## config.mk

```make
export PLATFORM = sky130hd
export DESIGN_NAME = cpuTop
export DESIGN_NICKNAME = d
export VERILOG_FILES = /design/src/cpuPkg.sv /design/src/alu.sv /design/src/cpuControl.sv /design/src/cpuTop.sv /design/src/dataPath.sv /design/src/instrDecoder.sv /design/src/regFile.sv
export SDC_FILE = /design/constraint.sdc
export NUM_CORES = 2
export LEC_CHECK = 0
export BUFFER_PORTS_ARGS = -buffer_cell sky130_fd_sc_hd__clkbuf_2
export CORE_ASPECT_RATIO = 0.7
export CORE_MARGIN = 2
export CORE_UTILIZATION = 43
export DETAILED_ROUTE_END_ITERATION = 16
export GPL_TIMING_DRIVEN = 1
export PLACE_DENSITY_LB_ADDON = 0.3
export RECOVER_POWER = 25
export SETUP_SLACK_MARGIN = 0.4
export SYNTH_ARGS = -nofsm -noshare
export SYNTH_HDL_FRONTEND = slang
export SYNTH_SLANG_ARGS = --single-unit
```

## constraint.sdc

```tcl
create_clock -name iClk -period 16.1 [get_ports iClk]
set_clock_uncertainty 0.15 [all_clocks]
set_input_delay 4.83 -clock iClk [delete_from_list [all_inputs] [get_ports iClk]]
set_output_delay 4.83 -clock iClk [all_outputs]
set_load 0.02 [all_outputs]
```

## src/cpuPkg.sv

```systemverilog
package cpuPkg;

    // Bus and register widths
    localparam int dataW = 32;
    localparam int regAddrW = 4;
    localparam int shW = $clog2(dataW);
    // JAL writes its return address here
    localparam int linkReg = 15;

    // MiniSRC field positions
    localparam int opLsb = 27;
    localparam int raLsb = 23;
    localparam int rbLsb = 19;
    localparam int rcLsb = 15;
    // Constant widths before sign extension
    localparam int immW = 19;
    localparam int brOffW = 15;

    // One-hot step bits
    localparam int stepW = 5;
    localparam int stepFetch = 0;
    localparam int stepDecode = 1;
    localparam int stepExec = 2;
    localparam int stepMem = 3;
    localparam int stepWrite = 4;

    typedef enum logic [4:0] {
        opLd = 5'h00,
        opLi = 5'h01,
        opSt = 5'h02,
        opAdd = 5'h03,
        opSub = 5'h04,
        opAnd = 5'h05,
        opOr = 5'h06,
        opRor = 5'h07,
        opRol = 5'h08,
        opSrl = 5'h09,
        opSra = 5'h0a,
        opSll = 5'h0b,
        opAddi = 5'h0c,
        opAndi = 5'h0d,
        opOri = 5'h0e,
        opNeg = 5'h11,
        opNot = 5'h12,
        opBr = 5'h13,
        opJfr = 5'h14,
        opJal = 5'h15,
        opOut = 5'h17,
        opNop = 5'h1a,
        opHlt = 5'h1b
    } opcodeT;

    typedef enum logic [3:0] {
        aluAdd,
        aluSub,
        aluAnd,
        aluOr,
        aluSll,
        aluSrl,
        aluSra,
        aluRol,
        aluRor,
        aluNeg,
        aluNot
    } aluOpT;

    // Held in the low two bits of rc
    typedef enum logic [1:0] {
        brZero,
        brNonZero,
        brPos,
        brNeg
    } brCondT;

    typedef struct packed {
        opcodeT opcode;
        logic [regAddrW-1:0] ra;
        logic [regAddrW-1:0] rb;
        logic [regAddrW-1:0] rc;
        logic [dataW-1:0] imm32;
        logic [dataW-1:0] brOff32;
    } decodedT;

    typedef struct packed {
        // Register enables
        logic pcInc;
        logic pcLoadRa;
        logic pcAddOff;
        logic opLoad;
        logic resLoad;
        logic rfWrite;
        logic portLoad;
        logic madrLoad;
        // Register file addresses
        logic [regAddrW-1:0] rfAddrA;
        logic [regAddrW-1:0] rfAddrB;
        logic [regAddrW-1:0] rfAddrW;
        // ALU control
        aluOpT aluOp;
        logic bSelImm;
        // Result source and bus address source
        logic wbSelMem;
        logic wbSelPc;
        logic addrSelData;
    } ctrlT;

    typedef struct packed {
        logic zero;
        logic nonZero;
        logic pos;
        logic neg;
    } flagsT;

    typedef struct packed {
        logic cyc;
        logic stb;
        logic we;
        logic [dataW-1:0] adr;
        logic [dataW-1:0] datOut;
    } wbMasterT;

    typedef struct packed {
        logic ack;
        logic [dataW-1:0] datIn;
    } wbSlaveT;

endpackage

```

## src/alu.sv

```systemverilog
`timescale 1ns/1ns

module alu (
    input  cpuPkg::aluOpT op,
    input  logic [cpuPkg::dataW-1:0] a,
    input  logic [cpuPkg::dataW-1:0] b,
    output logic [cpuPkg::dataW-1:0] y
);
    import cpuPkg::*;

    logic [shW-1:0] shAmt;
    logic [2*dataW-1:0] rotL;
    logic [2*dataW-1:0] rotR;

    // Only the low five bits shift
    assign shAmt = b[shW-1:0];

    // Rotates from a doubled word
    assign rotL = {a, a} << shAmt;
    assign rotR = {a, a} >> shAmt;

    always_comb begin
        case (op)
            aluAdd: y = a + b;
            aluSub: y = a - b;
            aluAnd: y = a & b;
            aluOr: y = a | b;
            aluSll: y = a << shAmt;
            aluSrl: y = a >> shAmt;
            aluSra: y = $signed(a) >>> shAmt;
            aluRol: y = rotL[2*dataW-1:dataW];
            aluRor: y = rotR[dataW-1:0];
            // Unary ops act on a alone
            aluNeg: y = -a;
            aluNot: y = ~a;
            default: y = a + b;
        endcase
    end

endmodule

```

## src/cpuControl.sv

```systemverilog
`timescale 1ns/1ns

module cpuControl (
    input  logic iClk,
    input  logic nRst,
    output cpuPkg::wbMasterT wbM,
    input  cpuPkg::wbSlaveT wbS,
    input  logic [cpuPkg::dataW-1:0] memAdr,
    input  logic [cpuPkg::dataW-1:0] memDat,
    input  cpuPkg::flagsT flags,
    output cpuPkg::ctrlT ctrl,
    output logic [cpuPkg::dataW-1:0] imm,
    output logic halted
);
    import cpuPkg::*;

    // Step counter
    logic [stepW-1:0] step;
    logic [stepW-1:0] stepNext;
    logic stepAdv;
    // Instruction register and its fields
    logic [dataW-1:0] ir;
    decodedT dec;
    // Bus strobes, registered
    logic busCyc;
    logic busWe;
    logic busAck;
    // Opcode classes
    logic fmtR;
    logic fmtI;
    logic isLd;
    logic isSt;
    logic isBr;
    logic isJal;
    logic isJfr;
    logic isOut;
    logic isHlt;
    logic memAcc;
    logic writesReg;
    aluOpT aluOp;
    // Branch evaluation
    brCondT brCond;
    logic condMet;
    logic brTaken;
    logic haltNow;

    // Ack only counts during our own cycle
    assign busAck = wbS.ack & busCyc;
    assign memAcc = isLd | isSt;
    assign haltNow = step[stepWrite] & isHlt;

    // Fetch and data access wait for ack, all else is one cycle
    assign stepAdv = (step[stepFetch] | (step[stepMem] & memAcc)) ? busAck : 1'b1;
    assign stepNext = stepAdv ? {step[stepW-2:0], step[stepW-1]} : step;

    always_ff @(posedge iClk or negedge nRst) begin
        if (!nRst) begin
            step <= stepW'(1) << stepFetch;
            busCyc <= 1'b0;
            busWe <= 1'b0;
            halted <= 1'b0;
        end else begin
            step <= stepNext;
            // Request the bus for the step being entered
            // No new fetch once HLT has retired
            busCyc <= (stepNext[stepFetch] & ~haltNow & ~halted) | (stepNext[stepMem] & memAcc);
            busWe <= stepNext[stepMem] & isSt;
            if (haltNow) begin
                halted <= 1'b1;
            end
        end
    end

    // IR captured on the fetch ack
    always_ff @(posedge iClk or negedge nRst) begin
        if (!nRst) begin
            ir <= '0;
        end else if (step[stepFetch] && busAck) begin
            ir <= wbS.datIn;
        end
    end

    instrDecoder uDecoder (
        .instr(ir),
        .dec(dec)
    );

    // Format and ALU op from the opcode
    always_comb begin
        fmtR = 1'b0;
        fmtI = 1'b0;
        isLd = 1'b0;
        isSt = 1'b0;
        isBr = 1'b0;
        isJal = 1'b0;
        isJfr = 1'b0;
        isOut = 1'b0;
        isHlt = 1'b0;
        aluOp = aluAdd;
        case (dec.opcode)
            opAdd: fmtR = 1'b1;
            opSub: begin
                fmtR = 1'b1;
                aluOp = aluSub;
            end
            opAnd, opAndi: begin
                fmtR = (dec.opcode == opAnd);
                fmtI = (dec.opcode == opAndi);
                aluOp = aluAnd;
            end
            opOr, opOri: begin
                fmtR = (dec.opcode == opOr);
                fmtI = (dec.opcode == opOri);
                aluOp = aluOr;
            end
            opSll: begin
                fmtR = 1'b1;
                aluOp = aluSll;
            end
            opSrl: begin
                fmtR = 1'b1;
                aluOp = aluSrl;
            end
            opSra: begin
                fmtR = 1'b1;
                aluOp = aluSra;
            end
            opRol: begin
                fmtR = 1'b1;
                aluOp = aluRol;
            end
            opRor: begin
                fmtR = 1'b1;
                aluOp = aluRor;
            end
            opNeg: begin
                fmtI = 1'b1;
                aluOp = aluNeg;
            end
            opNot: begin
                fmtI = 1'b1;
                aluOp = aluNot;
            end
            // Address or LI value is rb plus constant
            opAddi, opLi: fmtI = 1'b1;
            opLd: begin
                fmtI = 1'b1;
                isLd = 1'b1;
            end
            opSt: begin
                fmtI = 1'b1;
                isSt = 1'b1;
            end
            opBr: isBr = 1'b1;
            opJal: isJal = 1'b1;
            opJfr: isJfr = 1'b1;
            opOut: isOut = 1'b1;
            opHlt: isHlt = 1'b1;
            default: aluOp = aluAdd;
        endcase
    end

    assign writesReg = fmtR | (fmtI & ~isSt) | isJal;

    // Flags come from the B operand, loaded from ra for BRx
    assign brCond = brCondT'(dec.rc[1:0]);

    always_comb begin
        case (brCond)
            brZero: condMet = flags.zero;
            brNonZero: condMet = flags.nonZero;
            brPos: condMet = flags.pos;
            default: condMet = flags.neg;
        endcase
    end

    assign brTaken = isBr & condMet;

    // Branch offset replaces the immediate for BRx
    assign imm = isBr ? dec.brOff32 : dec.imm32;

    // Datapath control from format and step
    always_comb begin
        ctrl.pcInc = step[stepFetch] & busAck;
        ctrl.pcLoadRa = step[stepExec] & (isJal | isJfr);
        ctrl.pcAddOff = step[stepExec] & brTaken;
        ctrl.opLoad = step[stepDecode];
        // LD fills res from the bus instead of the ALU
        ctrl.resLoad = (step[stepExec] & ~isLd) | (step[stepMem] & isLd & busAck);
        ctrl.rfWrite = step[stepWrite] & writesReg;
        ctrl.portLoad = step[stepMem] & isOut;
        ctrl.madrLoad = step[stepExec] & memAcc;
        // MiniSRC writes ra, sources rb and rc
        ctrl.rfAddrA = (fmtR | fmtI) ? dec.rb : dec.ra;
        // Store data, branch test and jump target all name ra
        ctrl.rfAddrB = fmtR ? dec.rc : dec.ra;
        ctrl.rfAddrW = isJal ? regAddrW'(linkReg) : dec.ra;
        ctrl.aluOp = aluOp;
        ctrl.bSelImm = fmtI;
        ctrl.wbSelMem = isLd;
        ctrl.wbSelPc = isJal;
        ctrl.addrSelData = step[stepMem] & memAcc;
    end

    // Wishbone master, stb follows cyc for single transfers
    always_comb begin
        wbM.cyc = busCyc;
        wbM.stb = busCyc;
        wbM.we = busWe;
        wbM.adr = memAdr;
        wbM.datOut = memDat;
    end

endmodule

```

## src/cpuTop.sv

```systemverilog
`timescale 1ns/1ns

module cpuTop (
    input  logic iClk,
    input  logic nRst,
    output cpuPkg::wbMasterT wbM,
    input  cpuPkg::wbSlaveT wbS,
    output logic [cpuPkg::dataW-1:0] portData,
    output logic portValid,
    output logic halted
);
    import cpuPkg::*;

    ctrlT ctrl;
    flagsT flags;
    logic [dataW-1:0] imm;
    logic [dataW-1:0] memAdr;
    logic [dataW-1:0] memDat;

    cpuControl uControl (
        .iClk(iClk),
        .nRst(nRst),
        .wbM(wbM),
        .wbS(wbS),
        .memAdr(memAdr),
        .memDat(memDat),
        .flags(flags),
        .ctrl(ctrl),
        .imm(imm),
        .halted(halted)
    );

    // LD data taken straight from the slave
    dataPath uDataPath (
        .iClk(iClk),
        .nRst(nRst),
        .ctrl(ctrl),
        .imm(imm),
        .memRdData(wbS.datIn),
        .memAdr(memAdr),
        .memDat(memDat),
        .flags(flags),
        .portData(portData),
        .portValid(portValid)
    );

endmodule

```

## src/dataPath.sv

```systemverilog
`timescale 1ns/1ns

module dataPath (
    input  logic iClk,
    input  logic nRst,
    input  cpuPkg::ctrlT ctrl,
    input  logic [cpuPkg::dataW-1:0] imm,
    input  logic [cpuPkg::dataW-1:0] memRdData,
    output logic [cpuPkg::dataW-1:0] memAdr,
    output logic [cpuPkg::dataW-1:0] memDat,
    output cpuPkg::flagsT flags,
    output logic [cpuPkg::dataW-1:0] portData,
    output logic portValid
);
    import cpuPkg::*;

    logic [dataW-1:0] pc;
    // Operand registers
    logic [dataW-1:0] opA;
    logic [dataW-1:0] opB;
    logic [dataW-1:0] res;
    logic [dataW-1:0] resNext;
    logic [dataW-1:0] madr;
    logic [dataW-1:0] rdA;
    logic [dataW-1:0] rdB;
    logic [dataW-1:0] aluB;
    logic [dataW-1:0] aluY;

    // Write-back always comes from res
    regFile uRegFile (
        .iClk(iClk),
        .nRst(nRst),
        .addrA(ctrl.rfAddrA),
        .addrB(ctrl.rfAddrB),
        .addrW(ctrl.rfAddrW),
        .wrEn(ctrl.rfWrite),
        .wrData(res),
        .rdA(rdA),
        .rdB(rdB)
    );

    assign aluB = ctrl.bSelImm ? imm : opB;

    alu uAlu (
        .op(ctrl.aluOp),
        .a(opA),
        .b(aluB),
        .y(aluY)
    );

    // Word-addressed pc, offset is relative to pc+1
    always_ff @(posedge iClk or negedge nRst) begin
        if (!nRst) begin
            pc <= '0;
        end else if (ctrl.pcInc) begin
            pc <= pc + 1'b1;
        end else if (ctrl.pcLoadRa) begin
            pc <= opA;
        end else if (ctrl.pcAddOff) begin
            pc <= pc + imm;
        end
    end

    // Loaded data, link address or ALU result into res
    assign resNext = ctrl.wbSelMem ? memRdData : (ctrl.wbSelPc ? pc : aluY);

    always_ff @(posedge iClk) begin
        if (ctrl.opLoad) begin
            opA <= rdA;
            opB <= rdB;
        end
        if (ctrl.resLoad) begin
            res <= resNext;
        end
        if (ctrl.madrLoad) begin
            madr <= aluY;
        end
        if (ctrl.portLoad) begin
            portData <= opA;
        end
    end

    // One-cycle strobe per OUT
    always_ff @(posedge iClk or negedge nRst) begin
        if (!nRst) begin
            portValid <= 1'b0;
        end else begin
            portValid <= ctrl.portLoad;
        end
    end

    assign memAdr = ctrl.addrSelData ? madr : pc;
    // Store data is the ra operand
    assign memDat = opB;

    // Branch flags on the tested register
    assign flags.zero = (opB == '0);
    assign flags.nonZero = (opB != '0);
    assign flags.pos = ~opB[dataW-1] & (opB != '0);
    assign flags.neg = opB[dataW-1];

endmodule

```

## src/instrDecoder.sv

```systemverilog
`timescale 1ns/1ns

module instrDecoder (
    input  logic [cpuPkg::dataW-1:0] instr,
    output cpuPkg::decodedT dec
);
    import cpuPkg::*;

    always_comb begin
        // Opcode in the top five bits
        dec.opcode = opcodeT'(instr[opLsb +: $bits(opcodeT)]);

        // Register fields
        // ra is the destination, and the tested register for BRx
        dec.ra = instr[raLsb +: regAddrW];
        dec.rb = instr[rbLsb +: regAddrW];
        // Third source for R format, branch condition in low bits
        dec.rc = instr[rcLsb +: regAddrW];

        // 19-bit constant for I format
        dec.imm32 = {{(dataW - immW){instr[immW-1]}}, instr[immW-1:0]};

        // Branch offset sits below the rc field
        // Relative to the already incremented pc
        dec.brOff32 = {{(dataW - brOffW){instr[brOffW-1]}}, instr[brOffW-1:0]};
    end

endmodule

```

## src/regFile.sv

```systemverilog
`timescale 1ns/1ns

module regFile (
    input  logic iClk,
    input  logic nRst,
    input  logic [cpuPkg::regAddrW-1:0] addrA,
    input  logic [cpuPkg::regAddrW-1:0] addrB,
    input  logic [cpuPkg::regAddrW-1:0] addrW,
    input  logic wrEn,
    input  logic [cpuPkg::dataW-1:0] wrData,
    output logic [cpuPkg::dataW-1:0] rdA,
    output logic [cpuPkg::dataW-1:0] rdB
);
    import cpuPkg::*;

    logic [dataW-1:0] regs [2**regAddrW];

    // r0 is never written
    always_ff @(posedge iClk or negedge nRst) begin
        if (!nRst) begin
            for (int i = 0; i < 2**regAddrW; i++) begin
                regs[i] <= '0;
            end
        end else if (wrEn && (addrW != '0)) begin
            regs[addrW] <= wrData;
        end
    end

    // Combinational reads, r0 forced to zero
    assign rdA = (addrA == '0) ? '0 : regs[addrA];
    assign rdB = (addrB == '0) ? '0 : regs[addrB];

endmodule

```

==> flow_metrics.env <==
export IMPL_yosysSeqAreaShare_pct=39.4
export IMPL_synth_flop_cell="dfrtp_1"
export IMPL_cp_data_arrival_time_ps=3160
export IMPL_core_mm2=0.113
export IMPL_final_area_mm2=0.0534
export IMPL_final_max_slew_violation_count=648
export IMPL_rsz0062_at_grt="false"
export IMPL_fmax_mhz=123
export IMPL_setup_viol_count_final=0
export IMPL_cts_root_buf="clkbuf_16"
export IMPL_grt_pass1_wl_mm=313
export IMPL_syn_to_final_growth_pct=8.31
export IMPL_grt_ovfl_total=0
export IMPL_grt_max_degree=171
export IMPL_worstPathMaxFanout=26
export IMPL_route_detailed_drc=0
export IMPL_grt_pass1_vias=43216
export IMPL_syn_nets=5783
export IMPL_drt_wl_total_mm=219
export IMPL_antenna_found_initial=19
export IMPL_gp_congestion=1.13
export IMPL_nFillCells=10725
export IMPL_cts_tree="yes"
export IMPL_synth_cell_area_mm2=0.0493
export IMPL_status="finished, violations left"
export IMPL_nets=5586
export IMPL_timing_hold_ws_ps=231
export IMPL_avgSynthCellArea_um2=8.68
export IMPL_cts_repair_resized=0
export IMPL_required_ps=11120
export IMPL_die_h_um=287
export IMPL_postCtsSetupBuffers=0
export IMPL_path_clk_slew_ps=70
export IMPL_synth_edff_count=160
export IMPL_drtIter0Drc=7833
export IMPL_cts_made_buffers=77
export IMPL_hold_class="flop to flop"
export IMPL_pre_cts_ws_ps=8480
export IMPL_worst_slew_margin_rel_pct=-159
export IMPL_numClockSinks=745
export IMPL_clk_path_buf_depth=3
export IMPL_dp_hpwl_mm=144
export IMPL_seq_area_mm2=0.0194
export IMPL_final_antenna_net_count=0
export IMPL_drt_pass1_iter_count=12
export IMPL_die_area_mm2=0.117
export IMPL_synth_top_area_share_pct=29.6
export IMPL_routedWlPerCell_um=31.0
export IMPL_start_util_pct=43.5
export IMPL_final_common_cell="nand2_1"
export IMPL_num_rows=103
export IMPL_dr_total_vias=48307
export IMPL_clkLatencyLatePin_ps=690
export IMPL_grt_usage_pct=36.1
export IMPL_final_cell_mix="nand2_1, dfrtp_1, mux2_2"
export IMPL_tightestPinTransition_ps=3880
export IMPL_timing_final_ws_setup_ps=7960
export IMPL_via_per_inst=6.82
export IMPL_violations="max-capacitance violations, max-slew violations"
export IMPL_synth_cells=5683
export IMPL_ys_types=94
export IMPL_ys_async_sr_fraction_pct=78.5
export IMPL_io_buffers=135
export IMPL_multi_input_area_mm2=0.0277
export IMPL_finalHoldViolations=0
export IMPL_placed_cell_area_mm2=0.0510
export IMPL_htreeDepth=3
export IMPL_pin_count=136
export IMPL_yosysTopAreaCell="dfrtp_1"
export IMPL_ys_warn_count=0
export IMPL_min_period_ps=8140
export IMPL_crit_path_start_kind="flop"
export IMPL_finalSetupTns_ps=0
export IMPL_drv_cap=34
export IMPL_synth_area_leaders="dfrtp_1, mux2_2, nand2_1, edfxtp_1, a311oi_1"
export IMPL_cp_end_kind="output pin"
export IMPL_fin_crit_sh_pct=50.6
export IMPL_die_x_um=409
export IMPL_path_class="flop to output pin"
export IMPL_postCtsHoldBufs=0
export IMPL_ys_seq_elements=745
export IMPL_drive_gt1_share_pct=16.2
## flip-flops by register name, summed over array words and instances (netlist names)
name and cells:
uControl.step 5, uControl.busCyc 1, uDataPath.memDat 32, uControl.busWe 1, uDataPath.uRegFile.regs 512, uDataPath.pc 32
uDataPath.madr 32, uDataPath.portValid 1, uControl.halted 1, uDataPath.res 32, uDataPath.opA 32, uControl.ir 32
uDataPath.portData 32
## cell type report
type                    count  share of cell area [%]
diodes                      5                  0.0234
clock buffers             113                    4.12
clock inverters            31                   0.707
inverters                  57                   0.400
multi-input cells        4344                    51.8
flip-flops and latches    745                    36.4
well taps                1522                    3.56
repair buffers            261                    2.99
## final timing paths
path	startpoint	endpoint	slack, ps	cells past startpoint
max	uControl.ir[27]	wbM[58]	7960	6
min	uDataPath.uRegFile.regs[509]	uDataPath.uRegFile.regs[509]	230	0
max reg2reg	uControl.ir[31]	uDataPath.res[16]	8650	16
min reg2reg	uDataPath.uRegFile.regs[509]	uDataPath.uRegFile.regs[509]	230	0
max in group asynchronous	nRst	uControl.ir[17]	9320	3
min in group asynchronous	nRst	uDataPath.uRegFile.regs[312]	4050	1
## cells in the mapped netlist, types with 28 or more instances
master	instances
buf_1	74
mux2_2	480
clkbuf_1	371
mux2i_1	84
xnor2_1	50
a211oi_1	184
and3_1	148
o21ai_0	174
mux2_1	41
a31oi_1	99
nand3_1	310
dfrtp_1	584
ha_1	63
a21oi_1	302
o22ai_1	59
xor2_1	39
a311oi_1	198
inv_1	55
buf_2	59
nor2_1	187
o211ai_1	28
a21o_1	40
nor3_1	79
a221oi_1	45
edfxtp_1	160
nand2_1	1353
## worst max-delay path, stage by stage, from the launching register on
cell and delay [ps]:
dfrtp_1 570, nor4_1 350, clkbuf_1 290, nand2_1 380, buf_4 380, mux2_2 320, clkbuf_2 160
## routing by layer
layer	global-route usage (%)	vias up	part of all wire, %
met5	2.85	-	0.30
met4	13.2	32	4.3
met3	17.6	599	16
met2	45.5	3588	37
met1	51.7	23753	42
li1	-	20335	-
## logic make-up after synthesis
logic type                 Yosys count  synth area share, %
buffers and inverters              594                 5.02
AOI/OAI and AO/OA                 1333                 18.6
xor gates and xnor gates            89                 1.58
and+or+nand+nor                   2245                 19.8
DFF                                745                 39.4
muxes                              612                 13.9
adders and majority gates           65                 1.68
## stage by stage
step / std cells / utilization [%]
2_1_floorplan: 5683 / -
3_3_place_gp: 6929 / 45.0
3_5_place_dp: 6929 / 45.0
4_1_cts: 7073 / 47.3
5_1_grt: 7073 / 47.2
6_report: 7078 / 47.2
Power is left out: the tool's default activity adds up to more than one toggle a clock period on the data nets, which glitch-free logic cannot reach.
